$ cat src/hdl/rv_isa_pkg.sv
/*
  RISC-V base encodings for the RV32I and RV64I integer subsets only.
  Float, atomic, vector and CSR encodings are not described here.
*/
package rv_isa_pkg;

    typedef logic [31:0] instr_t;   // one uncompressed instruction word
    typedef logic [6:0]  opcode_t;  // major opcode, bits [6:0]
    typedef logic [2:0]  funct3_t;  // bits [14:12]
    typedef logic [6:0]  funct7_t;  // bits [31:25]
    typedef logic [4:0]  reg_idx_t; // integer register index
    typedef logic [31:0] imm_t;     // immediate after sign or zero extension

    // every major opcode ends in 2'b11, so compressed words never match one
    localparam opcode_t op_lui    = 7'b0110111;
    localparam opcode_t op_auipc  = 7'b0010111;
    localparam opcode_t op_jal    = 7'b1101111;
    localparam opcode_t op_jalr   = 7'b1100111;
    localparam opcode_t op_branch = 7'b1100011;
    localparam opcode_t op_load   = 7'b0000011;
    localparam opcode_t op_store  = 7'b0100011;
    localparam opcode_t op_imm    = 7'b0010011;
    localparam opcode_t op_imm_w  = 7'b0011011; // rv64 only
    localparam opcode_t op_reg    = 7'b0110011;
    localparam opcode_t op_reg_w  = 7'b0111011; // rv64 only
    localparam opcode_t op_fence  = 7'b0001111;
    localparam opcode_t op_system = 7'b1110011;

    localparam funct3_t f3_jalr    = 3'b000;

    localparam funct3_t f3_beq     = 3'b000;
    localparam funct3_t f3_bne     = 3'b001;
    localparam funct3_t f3_blt     = 3'b100;
    localparam funct3_t f3_bge     = 3'b101;
    localparam funct3_t f3_bltu    = 3'b110;
    localparam funct3_t f3_bgeu    = 3'b111;

    // access width for loads and stores
    localparam funct3_t f3_byte    = 3'b000;
    localparam funct3_t f3_half    = 3'b001;
    localparam funct3_t f3_word    = 3'b010;
    localparam funct3_t f3_dword   = 3'b011;  // rv64 only
    localparam funct3_t f3_byte_u  = 3'b100;
    localparam funct3_t f3_half_u  = 3'b101;
    localparam funct3_t f3_word_u  = 3'b110;  // rv64 only

    // integer alu ops, shared by the immediate and register forms
    localparam funct3_t f3_add_sub = 3'b000;
    localparam funct3_t f3_sll     = 3'b001;
    localparam funct3_t f3_slt     = 3'b010;
    localparam funct3_t f3_sltu    = 3'b011;
    localparam funct3_t f3_xor     = 3'b100;
    localparam funct3_t f3_srl_sra = 3'b101;
    localparam funct3_t f3_or      = 3'b110;
    localparam funct3_t f3_and     = 3'b111;

    localparam funct3_t f3_fence   = 3'b000;
    localparam funct3_t f3_fence_i = 3'b001;
    localparam funct3_t f3_priv    = 3'b000;  // ecall and ebreak

    localparam funct7_t f7_base    = 7'b0000000;
    localparam funct7_t f7_alt     = 7'b0100000;  // sub and arithmetic right shift

endpackage

$ cat src/hdl/rv_decode_pkg.sv
/*
  Decoder output encodings. Unit and function codes are local to this core
  and follow no external standard.
*/
package rv_decode_pkg;

    import rv_isa_pkg::*;

    typedef enum logic [3:0] {
        unit_adder   = 4'h1,
        unit_logic   = 4'h2,
        unit_memory  = 4'h3,
        unit_shift   = 4'h4,
        unit_branch  = 4'h5,
        unit_sync    = 4'h6,
        unit_system  = 4'h7,
        unit_illegal = 4'hf
    } unit_e;

    // one code per supported instruction, grouped by opcode
    typedef enum logic [7:0] {
        fn_lui = 8'h00, fn_auipc, fn_jal, fn_jalr,
        fn_beq, fn_bne, fn_blt, fn_bge, fn_bltu, fn_bgeu,
        fn_lb, fn_lh, fn_lw, fn_lbu, fn_lhu, fn_lwu, fn_ld,
        fn_sb, fn_sh, fn_sw, fn_sd,
        fn_addi, fn_slti, fn_sltiu, fn_xori, fn_ori, fn_andi,
        fn_slli, fn_srli, fn_srai,
        fn_add, fn_sub, fn_sll, fn_slt, fn_sltu, fn_xor, fn_srl, fn_sra, fn_or, fn_and,
        fn_addiw, fn_slliw, fn_srliw, fn_sraiw,
        fn_addw, fn_subw, fn_sllw, fn_srlw, fn_sraw,
        fn_fence, fn_fence_i, fn_ecall, fn_ebreak,
        fn_illegal = 8'hff
    } func_e;

    typedef enum logic [2:0] {
        fmt_r, fmt_i, fmt_sh, fmt_s, fmt_b, fmt_u, fmt_j, fmt_none
    } fmt_e;

    typedef struct packed {
        unit_e    unit;
        func_e    func;
        reg_idx_t rd;
        reg_idx_t rs1;
        reg_idx_t rs2;
        imm_t     imm;
    } dec_instr_t;

    localparam dec_instr_t dec_illegal = '{
        unit: unit_illegal, func: fn_illegal, rd: '0, rs1: '0, rs2: '0, imm: '0
    };

endpackage

$ cat src/hdl/rv_op_classifier.sv
/*
  Purely combinational. Any encoding outside the supported integer set gives
  fn_illegal and legal low, and unit and fmt then carry no meaning.
*/
`timescale 1ns/100ps

module rv_op_classifier
    import rv_isa_pkg::*;
    import rv_decode_pkg::*;
#(
    parameter bit rv64_en = 1'b1
) (
    input  instr_t instr,
    output unit_e  unit,
    output func_e  func,
    output fmt_e   fmt,
    output logic   legal
);

    opcode_t opcode;
    funct3_t funct3;
    funct7_t funct7;
    logic    shamt_ok;

    assign opcode = instr[6:0];
    assign funct3 = instr[14:12];
    assign funct7 = instr[31:25];

    // bit 25 is shamt[5] for the immediate shifts and needs 64-bit registers
    assign shamt_ok = rv64_en || !instr[25];

    always_comb begin
        func = fn_illegal;  // unmatched combinations fall through as illegal
        case (opcode)
            op_lui:   func = fn_lui;
            op_auipc: func = fn_auipc;
            op_jal:   func = fn_jal;
            op_jalr: begin
                if (funct3 == f3_jalr) func = fn_jalr;
            end
            op_branch: begin
                case (funct3)
                    f3_beq:  func = fn_beq;
                    f3_bne:  func = fn_bne;
                    f3_blt:  func = fn_blt;
                    f3_bge:  func = fn_bge;
                    f3_bltu: func = fn_bltu;
                    f3_bgeu: func = fn_bgeu;
                    default: ;
                endcase
            end
            op_load: begin
                case (funct3)
                    f3_byte:   func = fn_lb;
                    f3_half:   func = fn_lh;
                    f3_word:   func = fn_lw;
                    f3_byte_u: func = fn_lbu;
                    f3_half_u: func = fn_lhu;
                    f3_word_u: func = rv64_en ? fn_lwu : fn_illegal;
                    f3_dword:  func = rv64_en ? fn_ld : fn_illegal;
                    default: ;
                endcase
            end
            op_store: begin
                case (funct3)
                    f3_byte:  func = fn_sb;
                    f3_half:  func = fn_sh;
                    f3_word:  func = fn_sw;
                    f3_dword: func = rv64_en ? fn_sd : fn_illegal;
                    default: ;
                endcase
            end
            op_imm: begin
                case (funct3)
                    f3_add_sub: func = fn_addi;
                    f3_slt:     func = fn_slti;
                    f3_sltu:    func = fn_sltiu;
                    f3_xor:     func = fn_xori;
                    f3_or:      func = fn_ori;
                    f3_and:     func = fn_andi;
                    f3_sll: begin
                        if (funct7[6:1] == f7_base[6:1] && shamt_ok) func = fn_slli;
                    end
                    f3_srl_sra: begin
                        if (funct7[6:1] == f7_base[6:1] && shamt_ok) func = fn_srli;
                        else if (funct7[6:1] == f7_alt[6:1] && shamt_ok) func = fn_srai;
                    end
                endcase
            end
            op_imm_w: begin
                if (rv64_en) begin
                    case (funct3)
                        f3_add_sub: func = fn_addiw;
                        f3_sll: begin
                            if (funct7 == f7_base) func = fn_slliw;
                        end
                        f3_srl_sra: begin
                            if (funct7 == f7_base) func = fn_srliw;
                            else if (funct7 == f7_alt) func = fn_sraiw;
                        end
                        default: ;
                    endcase
                end
            end
            op_reg: begin
                if (funct7 == f7_base) begin
                    case (funct3)
                        f3_add_sub: func = fn_add;
                        f3_sll:     func = fn_sll;
                        f3_slt:     func = fn_slt;
                        f3_sltu:    func = fn_sltu;
                        f3_xor:     func = fn_xor;
                        f3_srl_sra: func = fn_srl;
                        f3_or:      func = fn_or;
                        f3_and:     func = fn_and;
                    endcase
                end else if (funct7 == f7_alt) begin
                    if (funct3 == f3_add_sub) func = fn_sub;
                    else if (funct3 == f3_srl_sra) func = fn_sra;
                end
            end
            op_reg_w: begin
                if (rv64_en && funct7 == f7_base) begin
                    if (funct3 == f3_add_sub) func = fn_addw;
                    else if (funct3 == f3_sll) func = fn_sllw;
                    else if (funct3 == f3_srl_sra) func = fn_srlw;
                end else if (rv64_en && funct7 == f7_alt) begin
                    if (funct3 == f3_add_sub) func = fn_subw;
                    else if (funct3 == f3_srl_sra) func = fn_sraw;
                end
            end
            op_fence: begin
                if (funct3 == f3_fence) func = fn_fence;
                else if (funct3 == f3_fence_i) func = fn_fence_i;
            end
            op_system: begin
                // only the two exact words, imm 0 or 1 with rd and rs1 at zero
                if (funct3 == f3_priv && instr[31:21] == 11'b0 && instr[19:15] == 5'b0 &&
                    instr[11:7] == 5'b0) begin
                    func = instr[20] ? fn_ebreak : fn_ecall;
                end
            end
            default: ;
        endcase
    end

    // execution unit and operand format follow from the function alone
    always_comb begin
        case (func)
            fn_lui:                                 {unit, fmt} = {unit_memory, fmt_u};
            fn_auipc:                               {unit, fmt} = {unit_adder, fmt_u};
            fn_jal:                                 {unit, fmt} = {unit_branch, fmt_j};
            fn_jalr:                                {unit, fmt} = {unit_branch, fmt_i};
            fn_beq, fn_bne, fn_blt, fn_bge, fn_bltu, fn_bgeu:
                                                    {unit, fmt} = {unit_branch, fmt_b};
            fn_lb, fn_lh, fn_lw, fn_lbu, fn_lhu, fn_lwu, fn_ld:
                                                    {unit, fmt} = {unit_memory, fmt_i};
            fn_sb, fn_sh, fn_sw, fn_sd:             {unit, fmt} = {unit_memory, fmt_s};
            fn_addi, fn_addiw:                      {unit, fmt} = {unit_adder, fmt_i};
            fn_slti, fn_sltiu, fn_xori, fn_ori, fn_andi:
                                                    {unit, fmt} = {unit_logic, fmt_i};
            fn_slli, fn_srli, fn_srai, fn_slliw, fn_srliw, fn_sraiw:
                                                    {unit, fmt} = {unit_shift, fmt_sh};
            fn_add, fn_sub, fn_addw, fn_subw:       {unit, fmt} = {unit_adder, fmt_r};
            fn_slt, fn_sltu, fn_xor, fn_or, fn_and: {unit, fmt} = {unit_logic, fmt_r};
            fn_sll, fn_srl, fn_sra, fn_sllw, fn_srlw, fn_sraw:
                                                    {unit, fmt} = {unit_shift, fmt_r};
            fn_fence, fn_fence_i:                   {unit, fmt} = {unit_sync, fmt_none};
            fn_ecall, fn_ebreak:                    {unit, fmt} = {unit_system, fmt_none};
            default:                                {unit, fmt} = {unit_illegal, fmt_none};
        endcase
    end

    assign legal = (func != fn_illegal);

endmodule

$ cat src/hdl/rv_operand_extract.sv
/*
  Combinational operand extraction. Indices that the format does not use are
  zero, and shift amounts come out zero-extended in the immediate.
*/
`timescale 1ns/100ps

module rv_operand_extract
    import rv_isa_pkg::*;
    import rv_decode_pkg::*;
(
    input  instr_t   instr,
    input  fmt_e     fmt,
    output reg_idx_t rd,
    output reg_idx_t rs1,
    output reg_idx_t rs2,
    output imm_t     imm
);

    // stores and branches write no register
    assign rd  = (fmt inside {fmt_s, fmt_b, fmt_none}) ? 5'b0 : instr[11:7];
    assign rs1 = (fmt inside {fmt_u, fmt_j, fmt_none}) ? 5'b0 : instr[19:15];
    assign rs2 = (fmt inside {fmt_r, fmt_s, fmt_b}) ? instr[24:20] : 5'b0;

    always_comb begin
        case (fmt)
            fmt_i: begin
                imm = {{20{instr[31]}}, instr[31:20]};
            end
            fmt_s: begin
                imm = {{20{instr[31]}}, instr[31:25], instr[11:7]};
            end
            fmt_b: begin
                // branch offsets are in halfwords so bit 0 is always zero
                imm = {{19{instr[31]}}, instr[31], instr[7], instr[30:25], instr[11:8], 1'b0};
            end
            fmt_u: begin
                imm = {instr[31:12], 12'b0};
            end
            fmt_j: begin
                imm = {{11{instr[31]}}, instr[31], instr[19:12], instr[20], instr[30:21], 1'b0};
            end
            fmt_sh: begin
                imm = {26'b0, instr[25:20]};  // bit 25 is zero for the 32-bit forms
            end
            default: begin
                imm = '0;  // r format and instructions without operands
            end
        endcase
    end

endmodule

$ cat src/hdl/rv_decode_stage.sv
/*
  Single register slice with one cycle latency. in_ready depends on out_ready
  combinationally, so a long chain of these stages builds a long ready path.
*/
`timescale 1ns/100ps

module rv_decode_stage
    import rv_decode_pkg::*;
(
    input  logic       clk,
    input  logic       rst,
    input  dec_instr_t d,
    input  logic       in_valid,
    output logic       in_ready,
    output dec_instr_t dec,
    output logic       out_valid,
    input  logic       out_ready
);

    // the slot is free when empty or when its content leaves this cycle
    assign in_ready = !out_valid || out_ready;

    always_ff @(posedge clk) begin
        if (rst) begin
            out_valid <= 1'b0;
        end else if (in_ready) begin
            out_valid <= in_valid;  // refill or drain
        end
    end

    always_ff @(posedge clk) begin
        if (in_valid && in_ready) begin
            dec <= d;  // held while stalled
        end
    end

endmodule

$ cat src/hdl/rv_decoder.sv
/*
  Registered decoder for RV32I or RV64I integer words, without the C extension.
  Illegal words still flow through the stage and come out as dec_illegal.
*/
`timescale 1ns/100ps

module rv_decoder
    import rv_isa_pkg::*;
    import rv_decode_pkg::*;
#(
    parameter bit rv64_en = 1'b1
) (
    input  logic       clk,
    input  logic       rst,
    input  instr_t     instr,
    input  logic       in_valid,
    output logic       in_ready,
    output dec_instr_t dec,
    output logic       out_valid,
    input  logic       out_ready
);

    unit_e      cls_unit;
    func_e      cls_func;
    fmt_e       cls_fmt;
    logic       cls_legal;
    reg_idx_t   ex_rd;
    reg_idx_t   ex_rs1;
    reg_idx_t   ex_rs2;
    imm_t       ex_imm;
    dec_instr_t dec_d;

    rv_op_classifier #(
        .rv64_en (rv64_en)
    ) rv_op_classifier_inst (
        .instr (instr),
        .unit  (cls_unit),
        .func  (cls_func),
        .fmt   (cls_fmt),
        .legal (cls_legal)
    );

    rv_operand_extract rv_operand_extract_inst (
        .instr (instr),
        .fmt   (cls_fmt),
        .rd    (ex_rd),
        .rs1   (ex_rs1),
        .rs2   (ex_rs2),
        .imm   (ex_imm)
    );

    // an illegal word carries no operands downstream
    assign dec_d = cls_legal ? '{unit: cls_unit, func: cls_func, rd: ex_rd, rs1: ex_rs1,
                                 rs2: ex_rs2, imm: ex_imm} : dec_illegal;

    rv_decode_stage rv_decode_stage_inst (
        .clk       (clk),
        .rst       (rst),
        .d         (dec_d),
        .in_valid  (in_valid),
        .in_ready  (in_ready),
        .dec       (dec),
        .out_valid (out_valid),
        .out_ready (out_ready)
    );

endmodule

$ cat config.mk
export PLATFORM = sky130hd
export DESIGN_NAME = rv_decoder
export DESIGN_NICKNAME = d
export VERILOG_FILES = /design/src/hdl/rv_isa_pkg.sv /design/src/hdl/rv_decode_pkg.sv /design/src/hdl/rv_op_classifier.sv /design/src/hdl/rv_operand_extract.sv /design/src/hdl/rv_decode_stage.sv /design/src/hdl/rv_decoder.sv
export SDC_FILE = /design/constraint.sdc
export NUM_CORES = 1
export LEC_CHECK = 0
export BUFFER_PORTS_ARGS = -buffer_cell sky130_fd_sc_hd__buf_4
export CAP_MARGIN = 10
export CORE_MARGIN = 4
export CORE_UTILIZATION = 55
export DETAILED_ROUTE_END_ITERATION = 10
export PLACE_DENSITY = 0.88
export SLEW_MARGIN = 10
export SYNTH_ARGS = -nofsm -noshare
export SYNTH_HDL_FRONTEND = slang
export SYNTH_SLANG_ARGS = --single-unit
export TNS_END_PERCENT = 20
$ cat constraint.sdc
create_clock -name clk -period 5.1 [get_ports clk]
set_input_delay 0.255 -clock clk [delete_from_list [all_inputs] [get_ports clk]]
set_output_delay 0.255 -clock clk [all_outputs]
set_load 0.03 [all_outputs]
# After elaboration in Yosys (flattened, before gate mapping)
# Memory sizes are Yosys's and may differ from the RTL's.
# Index checks and enable logic that the tools add are counted.
totals:
  reg_bits: 60
  rom_bits: 496
  input_bits: 36
  output_inout_bits: 61
  elab_cells: 91
  memories: 2
op_classes:
  n_eq_ne: 30
  n_mux: 30
  bitwise_logic: 1
  n_reduce_logical: 21
memory_table:
  columns: ["memory", "words", "width", "rd", "rd_clocked_by_memory_dff", "wr", "line_no", "text"]
  rows:
  - ["(name not given)", 64, 7, 1, 0, 0, "rv_op_classifier.sv:149", "case (func)"]
  - ["(name not given)", 8, 6, 1, 0, 0, "rv_op_classifier.sv:107", "case (funct3)"]
ops:
  columns: ["op", "count"]
  rows:
  - ["$pmux 32 s6", 1]
  - ["$mux 8", 21]
  - ["$pmux 8 s13", 1]
  - ["$pmux 8 s8", 1]
  - ["$pmux 8 s7", 1]
  - ["$pmux 8 s6", 1]
  - ["$eq 7x6->1 const B", 5]
  - ["$pmux 8 s4", 1]
  - ["$eq 7x7->1 const B", 4]
  - ["$eq 3x3->1 const B", 8]
  - ["$pmux 8 s3", 1]
  - ["$eq 7x5->1 const B", 3]
  - ["$eq 3x2->1 const B", 4]
  - ["$logic_not 11->1", 1]
  - ["$logic_not 5->1", 2]
  - ["$reduce_bool 3->1", 3]
  - ["$ne 8x8->1 const B", 1]
  - ["$eq 7x2->1 const B", 1]
  - ["$eq 7x4->1 const B", 1]
  - ["$logic_not 7->1", 1]
  - ["$mux 7", 1]
  - ["$eq 3x1->1 const B", 2]
  - ["$eq 6x5->1 const B", 1]
  - ["$logic_not 3->1", 2]
  - ["9 further kinds", 14]

# Longest topological paths before layout
logic_depth:
  ltp_word: 11
  depth_mapped: 20
  ltp_nobuf: 16

# By module
# From an unflattened synthesis, not the netlist that was laid out.
hier_totals:
  cells_unflattened: 536
  area_unflattened_um2: 4948.5
modules_own_cells:
  columns: ["mod", "n_inst", "cells_per_inst", "area_each_um2", "seq_area_each_um2"]
  rows:
  - ["rv_decode_stage", 1, 64, 1826.8, 1791.7]
  - ["rv_op_classifier", 1, 288, 1823.0, 0.0]
  - ["rv_operand_extract", 1, 119, 890.9, 0.0]
  - ["rv_decoder", 1, 65, 407.9, 0.0]

# Least setup slack after synthesis
# OpenSTA, ideal clock, no wires.
synth_timing:
  kind: "input-to-reg"
  startpoint: "input instr[31]"
  endpoint: "register rv_decode_stage_inst.dec[30] (netlist name)"
  setup_time_ps: 256
  arrival_time_ps: 3989
  t_required_ps: 4844
  setup_slack_ps: 854
  path_stages: 19
  path_buffers: 5
  cell_sequence: "buf_2 > or4_1 > buf_2 > or3_1 > buf_2 > o21ai_2 > o2111ai_1 > or3_1 > buf_2 > nor3_1 > ha_1 > inv_1 > nor3_1 > o31ai_1 > a2111o_1 > nand2_4 > xnor2_4 > buf_6 > a22o_1"
synth_via:
  elab_chain_len: 10
  word_cells_on_any_way: 33
  classes_between: "9 x eq/ne; 16 x mux; 7 x reduce/logical; 1 x memory"
synth_lines:
  columns: ["element", "line_no", "text"]
  rows:
  - ["start, declared", "rv_decoder.sv:15", "input instr_t instr,"]
  - ["parallel branches: the longest is 10 deep, another holds $mem_v2 64x7", null, null]
# Several ways; the timed one is not identified.
# A chain may end at the register's enable or synchronous reset.

# Worst setup path after layout
layout_timing:
  startpoint: "input instr[12]"
  endpoint: "register rv_decode_stage_inst.dec[15] (netlist name)"
layout_via:
  elab_chain_len: 10
  word_cells_on_any_way: 44
  classes_between: "14 x eq/ne; 23 x mux; 5 x reduce/logical; 2 x memory"
layout_lines:
  columns: ["element", "line_no", "text"]
  rows:
  - ["$eq 3x3->1 / $logic_not 3->1 (equally long branches)", null, null]
  - ["$mux 8 (tied with other cells)", "rv_op_classifier.sv:129", "else if (funct3 == f3_srl_sra) func = fn_sraw;"]
  - ["$mux 8 (tied with other cells)", "rv_op_classifier.sv:128", "if (funct3 == f3_add_sub) func = fn_subw;"]
  - ["$mux 8 (tied with other cells)", "rv_op_classifier.sv:127", "end else if (rv64_en && funct7 == f7_alt) begin"]
  - ["$mux 8, on equally long branches", "rv_op_classifier.sv:123, rv_op_classifier.sv:106, rv_op_classifier.sv:138", null]
  - ["$pmux 8 s13 *", "rv_op_classifier.sv:34", "case (opcode)"]
  - ["$mem_v2 64x7 / $logic_not 2->1 (equally long branches)", null, null]
  - ["$mux 7", "rv_op_classifier.sv:149", null]
  - ["$eq 3x2->1 (tied with other cells)", "rv_operand_extract.sv:25", "case (fmt)"]
  - ["$pmux 32 s6", "rv_operand_extract.sv:25", null]
# Mark *: on every way between the ends. The rest lies on a longest branch, timed or not.

==> flow_metrics.py <==
metrics = {
    "cells_and_area": {
        "drive_above_1_share_pct": 29.2,
        "final_core_util_pct": 70.6,
        "multi_input_area_um2": 2180,
        "final-seq-area_um2": 1760,
        "final_nets": 549,
        "nFillCells": 516,
        "area_growth_pct": 24.7,
        "stdcell_area_um2": 5120,
        "diodes": 0,
    },
    "floorplanning": {
        "die_x_um": 94.4,
        "start_util_pct": 56.6,
        "io_pins": 97,
        "die_area_um2": 8920,
        "num_rows": 31,
        "dieHeight_um": 94.4,
        "core-area_um2": 7250,
    },
    "timing": {
        "drv_slew": 0,
        "fin_crit_sh_pct": 88.3,
        "max_freq_mhz": 222,
        "hold-worst-slack_ns": 0.0876,
        "worst_slew_pin_slew_ns": 0.695,
        "maxSlewHeadroom_pct": 53.7,
        "finalSetupViolCount": 0,
        "hold_viol_final": 0,
        "fin_crit_ns": 4.50,
        "tns_ns": 0,
        "skew_ns": 0.00794,
        "rsz0062_at_grt": "no",
    },
    "critical_path": {
        "rr_startpoint": "rv_decode_stage_inst.out_valid$_SDFFE_PP0N_",
        "cp.arrival_ns": 4.55,
        "reg2reg_slack_ns": 3.58,
        "critical_path.endpoint_type": "flop",
        "setup.worst_path.start": "instr[12]",
        "r2r_end": "rv_decode_stage_inst.dec[49]$_SDFFCE_PP1P_",
        "worstRegToRegCells": 3,
        "endpoint": "rv_decode_stage_inst.dec[15]$_SDFFCE_PP0P_",
        "worstPathMaxFanout": 15,
        "crit_path_start_kind": "input pin",
        "required_ns": 5.15,
        "critPathKind": "input pin to flop",
    },
    "route": {
        "wl_met1_um": 4910,
        "postRouteAntennaNets": 0,
        "first_pass_iters": 5,
        "first_iter_violations": 290,
        "met3_wirelength_um": 969,
        "vias": 3890,
        "route.met2.wl_um": 5570,
        "highest_layer": "met4",
        "drc": 0,
        "finalWirelength_um": 11700,
        "detail_route.vias_per_cell": 6.39,
        "wl_per_cell_um": 19.3,
    },
    "status": {
        "status": "finished, final reports clean",
    },
    "cts": {
        "root_buffer": "clkbuf_8",
        "cts_tree": "done",
        "numCtsBuffers": 9,
        "htree_levels": 3,
        "postCtsSetupRepairBufs": 0,
        "cts.sinks": 59,
        "clock_path_buffers": 2,
        "clock_latency_ns": 0.33,
        "cts.clk_slew.worst_paths_ns": 0.07,
    },
    "global_route": {
        "grt_overflow": 0,
        "grt_max_degree": 59,
        "grt_pass1_wl_um": 18400,
        "grt_use_total_pct": 26.4,
        "antenna_found_initial": 0,
        "grt_pass1_vias": 3608,
    },
    "power_and_ir_drop": {
        "total_power_mw": 1.31,
        "p_leak_nw": 1.92,
        "p_per_area_nw_per_um2": 257,
        "vdd_drop_max_uv": 116,
    },
    "worst_hold_path": {
        "hold_class": "input pin to flop",
    },
    "synth": {
        "synth_edf_count": 58,
        "ys_ff_latch": 59,
        "yosysMostFrequentCell": "edfxtp_1",
        "synth_area_leaders": "edfxtp_1 42%, a22o_1 3.2%, o21ai_0 3.2%",
        "yosysWarnings": 0,
        "synth-async-reset-ratio_pct": 0,
        "synth_flop_cell": "edfxtp_1",
        "synthCells": 416,
        "synthTopCellsByCount": "58 x edfxtp_1, 28 x nor2_1, 26 x o21ai_0",
        "mappedNetlistNets": 460,
        "avgSynthCellArea_um2": 9.87,
        "yosys.area.top_type": "edfxtp_1",
        "yosysUniqueCellTypes": 82,
        "synth_top_cell_area_share_pct": 42.4,
        "netlist_area_um2": 4110,
        "yosysSeqAreaShare_pct": 42.9,
    },
    "place": {
        "dp.final_hpwl_um": 8680,
        "place_area_um2": 4890,
        "portBuffers": 96,
        "place_congestion": 0.984,
    },
    "job": {
        "drv_cap": 0,
    },
}
-- cell type report --
class                           instances  share of cell area, %
Multi-Input combinational cell        315                   42.5
Tap cell                               99                   2.42
Sequential cell                        59                   34.4
Clock buffer                            9                   2.42
Clock inverter                          7                   1.81
Inverter                               16                   1.17
Timing Repair Buffer                  104                   15.2
-- where the power goes --
| part | total, mW | internal [mW] | switching [mW] | leakage, nW |
|---|---|---|---|---|
| sequential | 0.571 | 0.563 | 0.00830 | 0.564 |
| combinational | 0.279 | 0.0976 | 0.182 | 1.25 |
| clock | 0.464 | 0.273 | 0.191 | 0.103 |
| total | 1.31 | 0.934 | 0.381 | 1.92 |
-- worst max-delay path, cell delays in order --
cell	delay, ns
buf_4	0.14
inv_1	0.17
ha_2	0.39
nand2b_1	0.17
o2111a_1	0.27
a222oi_1	0.29
o2111ai_1	0.18
or3_1	0.35
nor3_1	0.30
ha_1	0.25
inv_1	0.05
nor3_1	0.27
o31ai_1	0.21
a2111oi_2	0.42
nor2_1	0.18
a32oi_2	0.45
o21ai_0	0.19
-- logic make-up after synthesis --
logic type	share of synthesized area [%]
buffers and inverters	4.39
multiplexers	0.792
XOR/XNOR	1.71
flip-flops	42.9
adder cells (fa/ha/maj)	2.44
AO/OA/AOI/OAI	25.9
AND/OR/NAND/NOR	21.9
-- placed cells by master, fill, tap and decap left out, drive strengths merged, types with 6 or more instances in the layout --
cell,count
nor4,8
inv,16
or3,6
nand3,10
clkbuf,9
ha,8
and2,20
nand3b,6
nand2b,8
buf,104
nor3,15
edfxtp,58
a22o,15
a21oi,16
o21ai,33
nand2,23
a211oi,6
o31ai,6
nor2,32
o21a,6
-- per-stage QoR --
stage,std cells,worst slack [ns]
floorplan,416,0.854
global placement,593,0.273
detailed placement,593,0.0751
CTS,609,0.403
global route,609,0.116
finish,609,0.597
-- state kept, by name (all words and copies together) (netlist names) --
name and flops:
rv_decode_stage_inst.dec 58, rv_decode_stage_inst.out_valid 1
-- repair_timing --
action,in CTS,in global routing
endpoints found under the hold margin,0,0
gates resized for setup,0,3
hold buffers,0,0
endpoints found under the setup margin,0,19
-- metal layers --
| metal | track usage [%] | vias up |
|---|---|---|
| met3 | 3.98 | 24 |
| met5 | 0 | - |
| met1 | 36.0 | 1839 |
| met4 | 10.7 | 0 |
| li1 | - | 1807 |
| met2 | 42.1 | 220 |
-- how the worst min path moves through the flow --
stage               slack (ns)  depth (start not counted)  from                                          end
global placement          0.41                          2   rst  rv_decode_stage_inst.out_valid$_SDFFE_PP0N_
CTS                       0.08                          2   rst  rv_decode_stage_inst.out_valid$_SDFFE_PP0N_
floorplan                 0.32                          1   rst  rv_decode_stage_inst.out_valid$_SDFFE_PP0N_
detailed placement        0.43                          2   rst  rv_decode_stage_inst.out_valid$_SDFFE_PP0N_
global route              0.08                          2   rst  rv_decode_stage_inst.out_valid$_SDFFE_PP0N_
finish                    0.09                          2   rst  rv_decode_stage_inst.out_valid$_SDFFE_PP0N_
(Power assumes the default switching activity.)
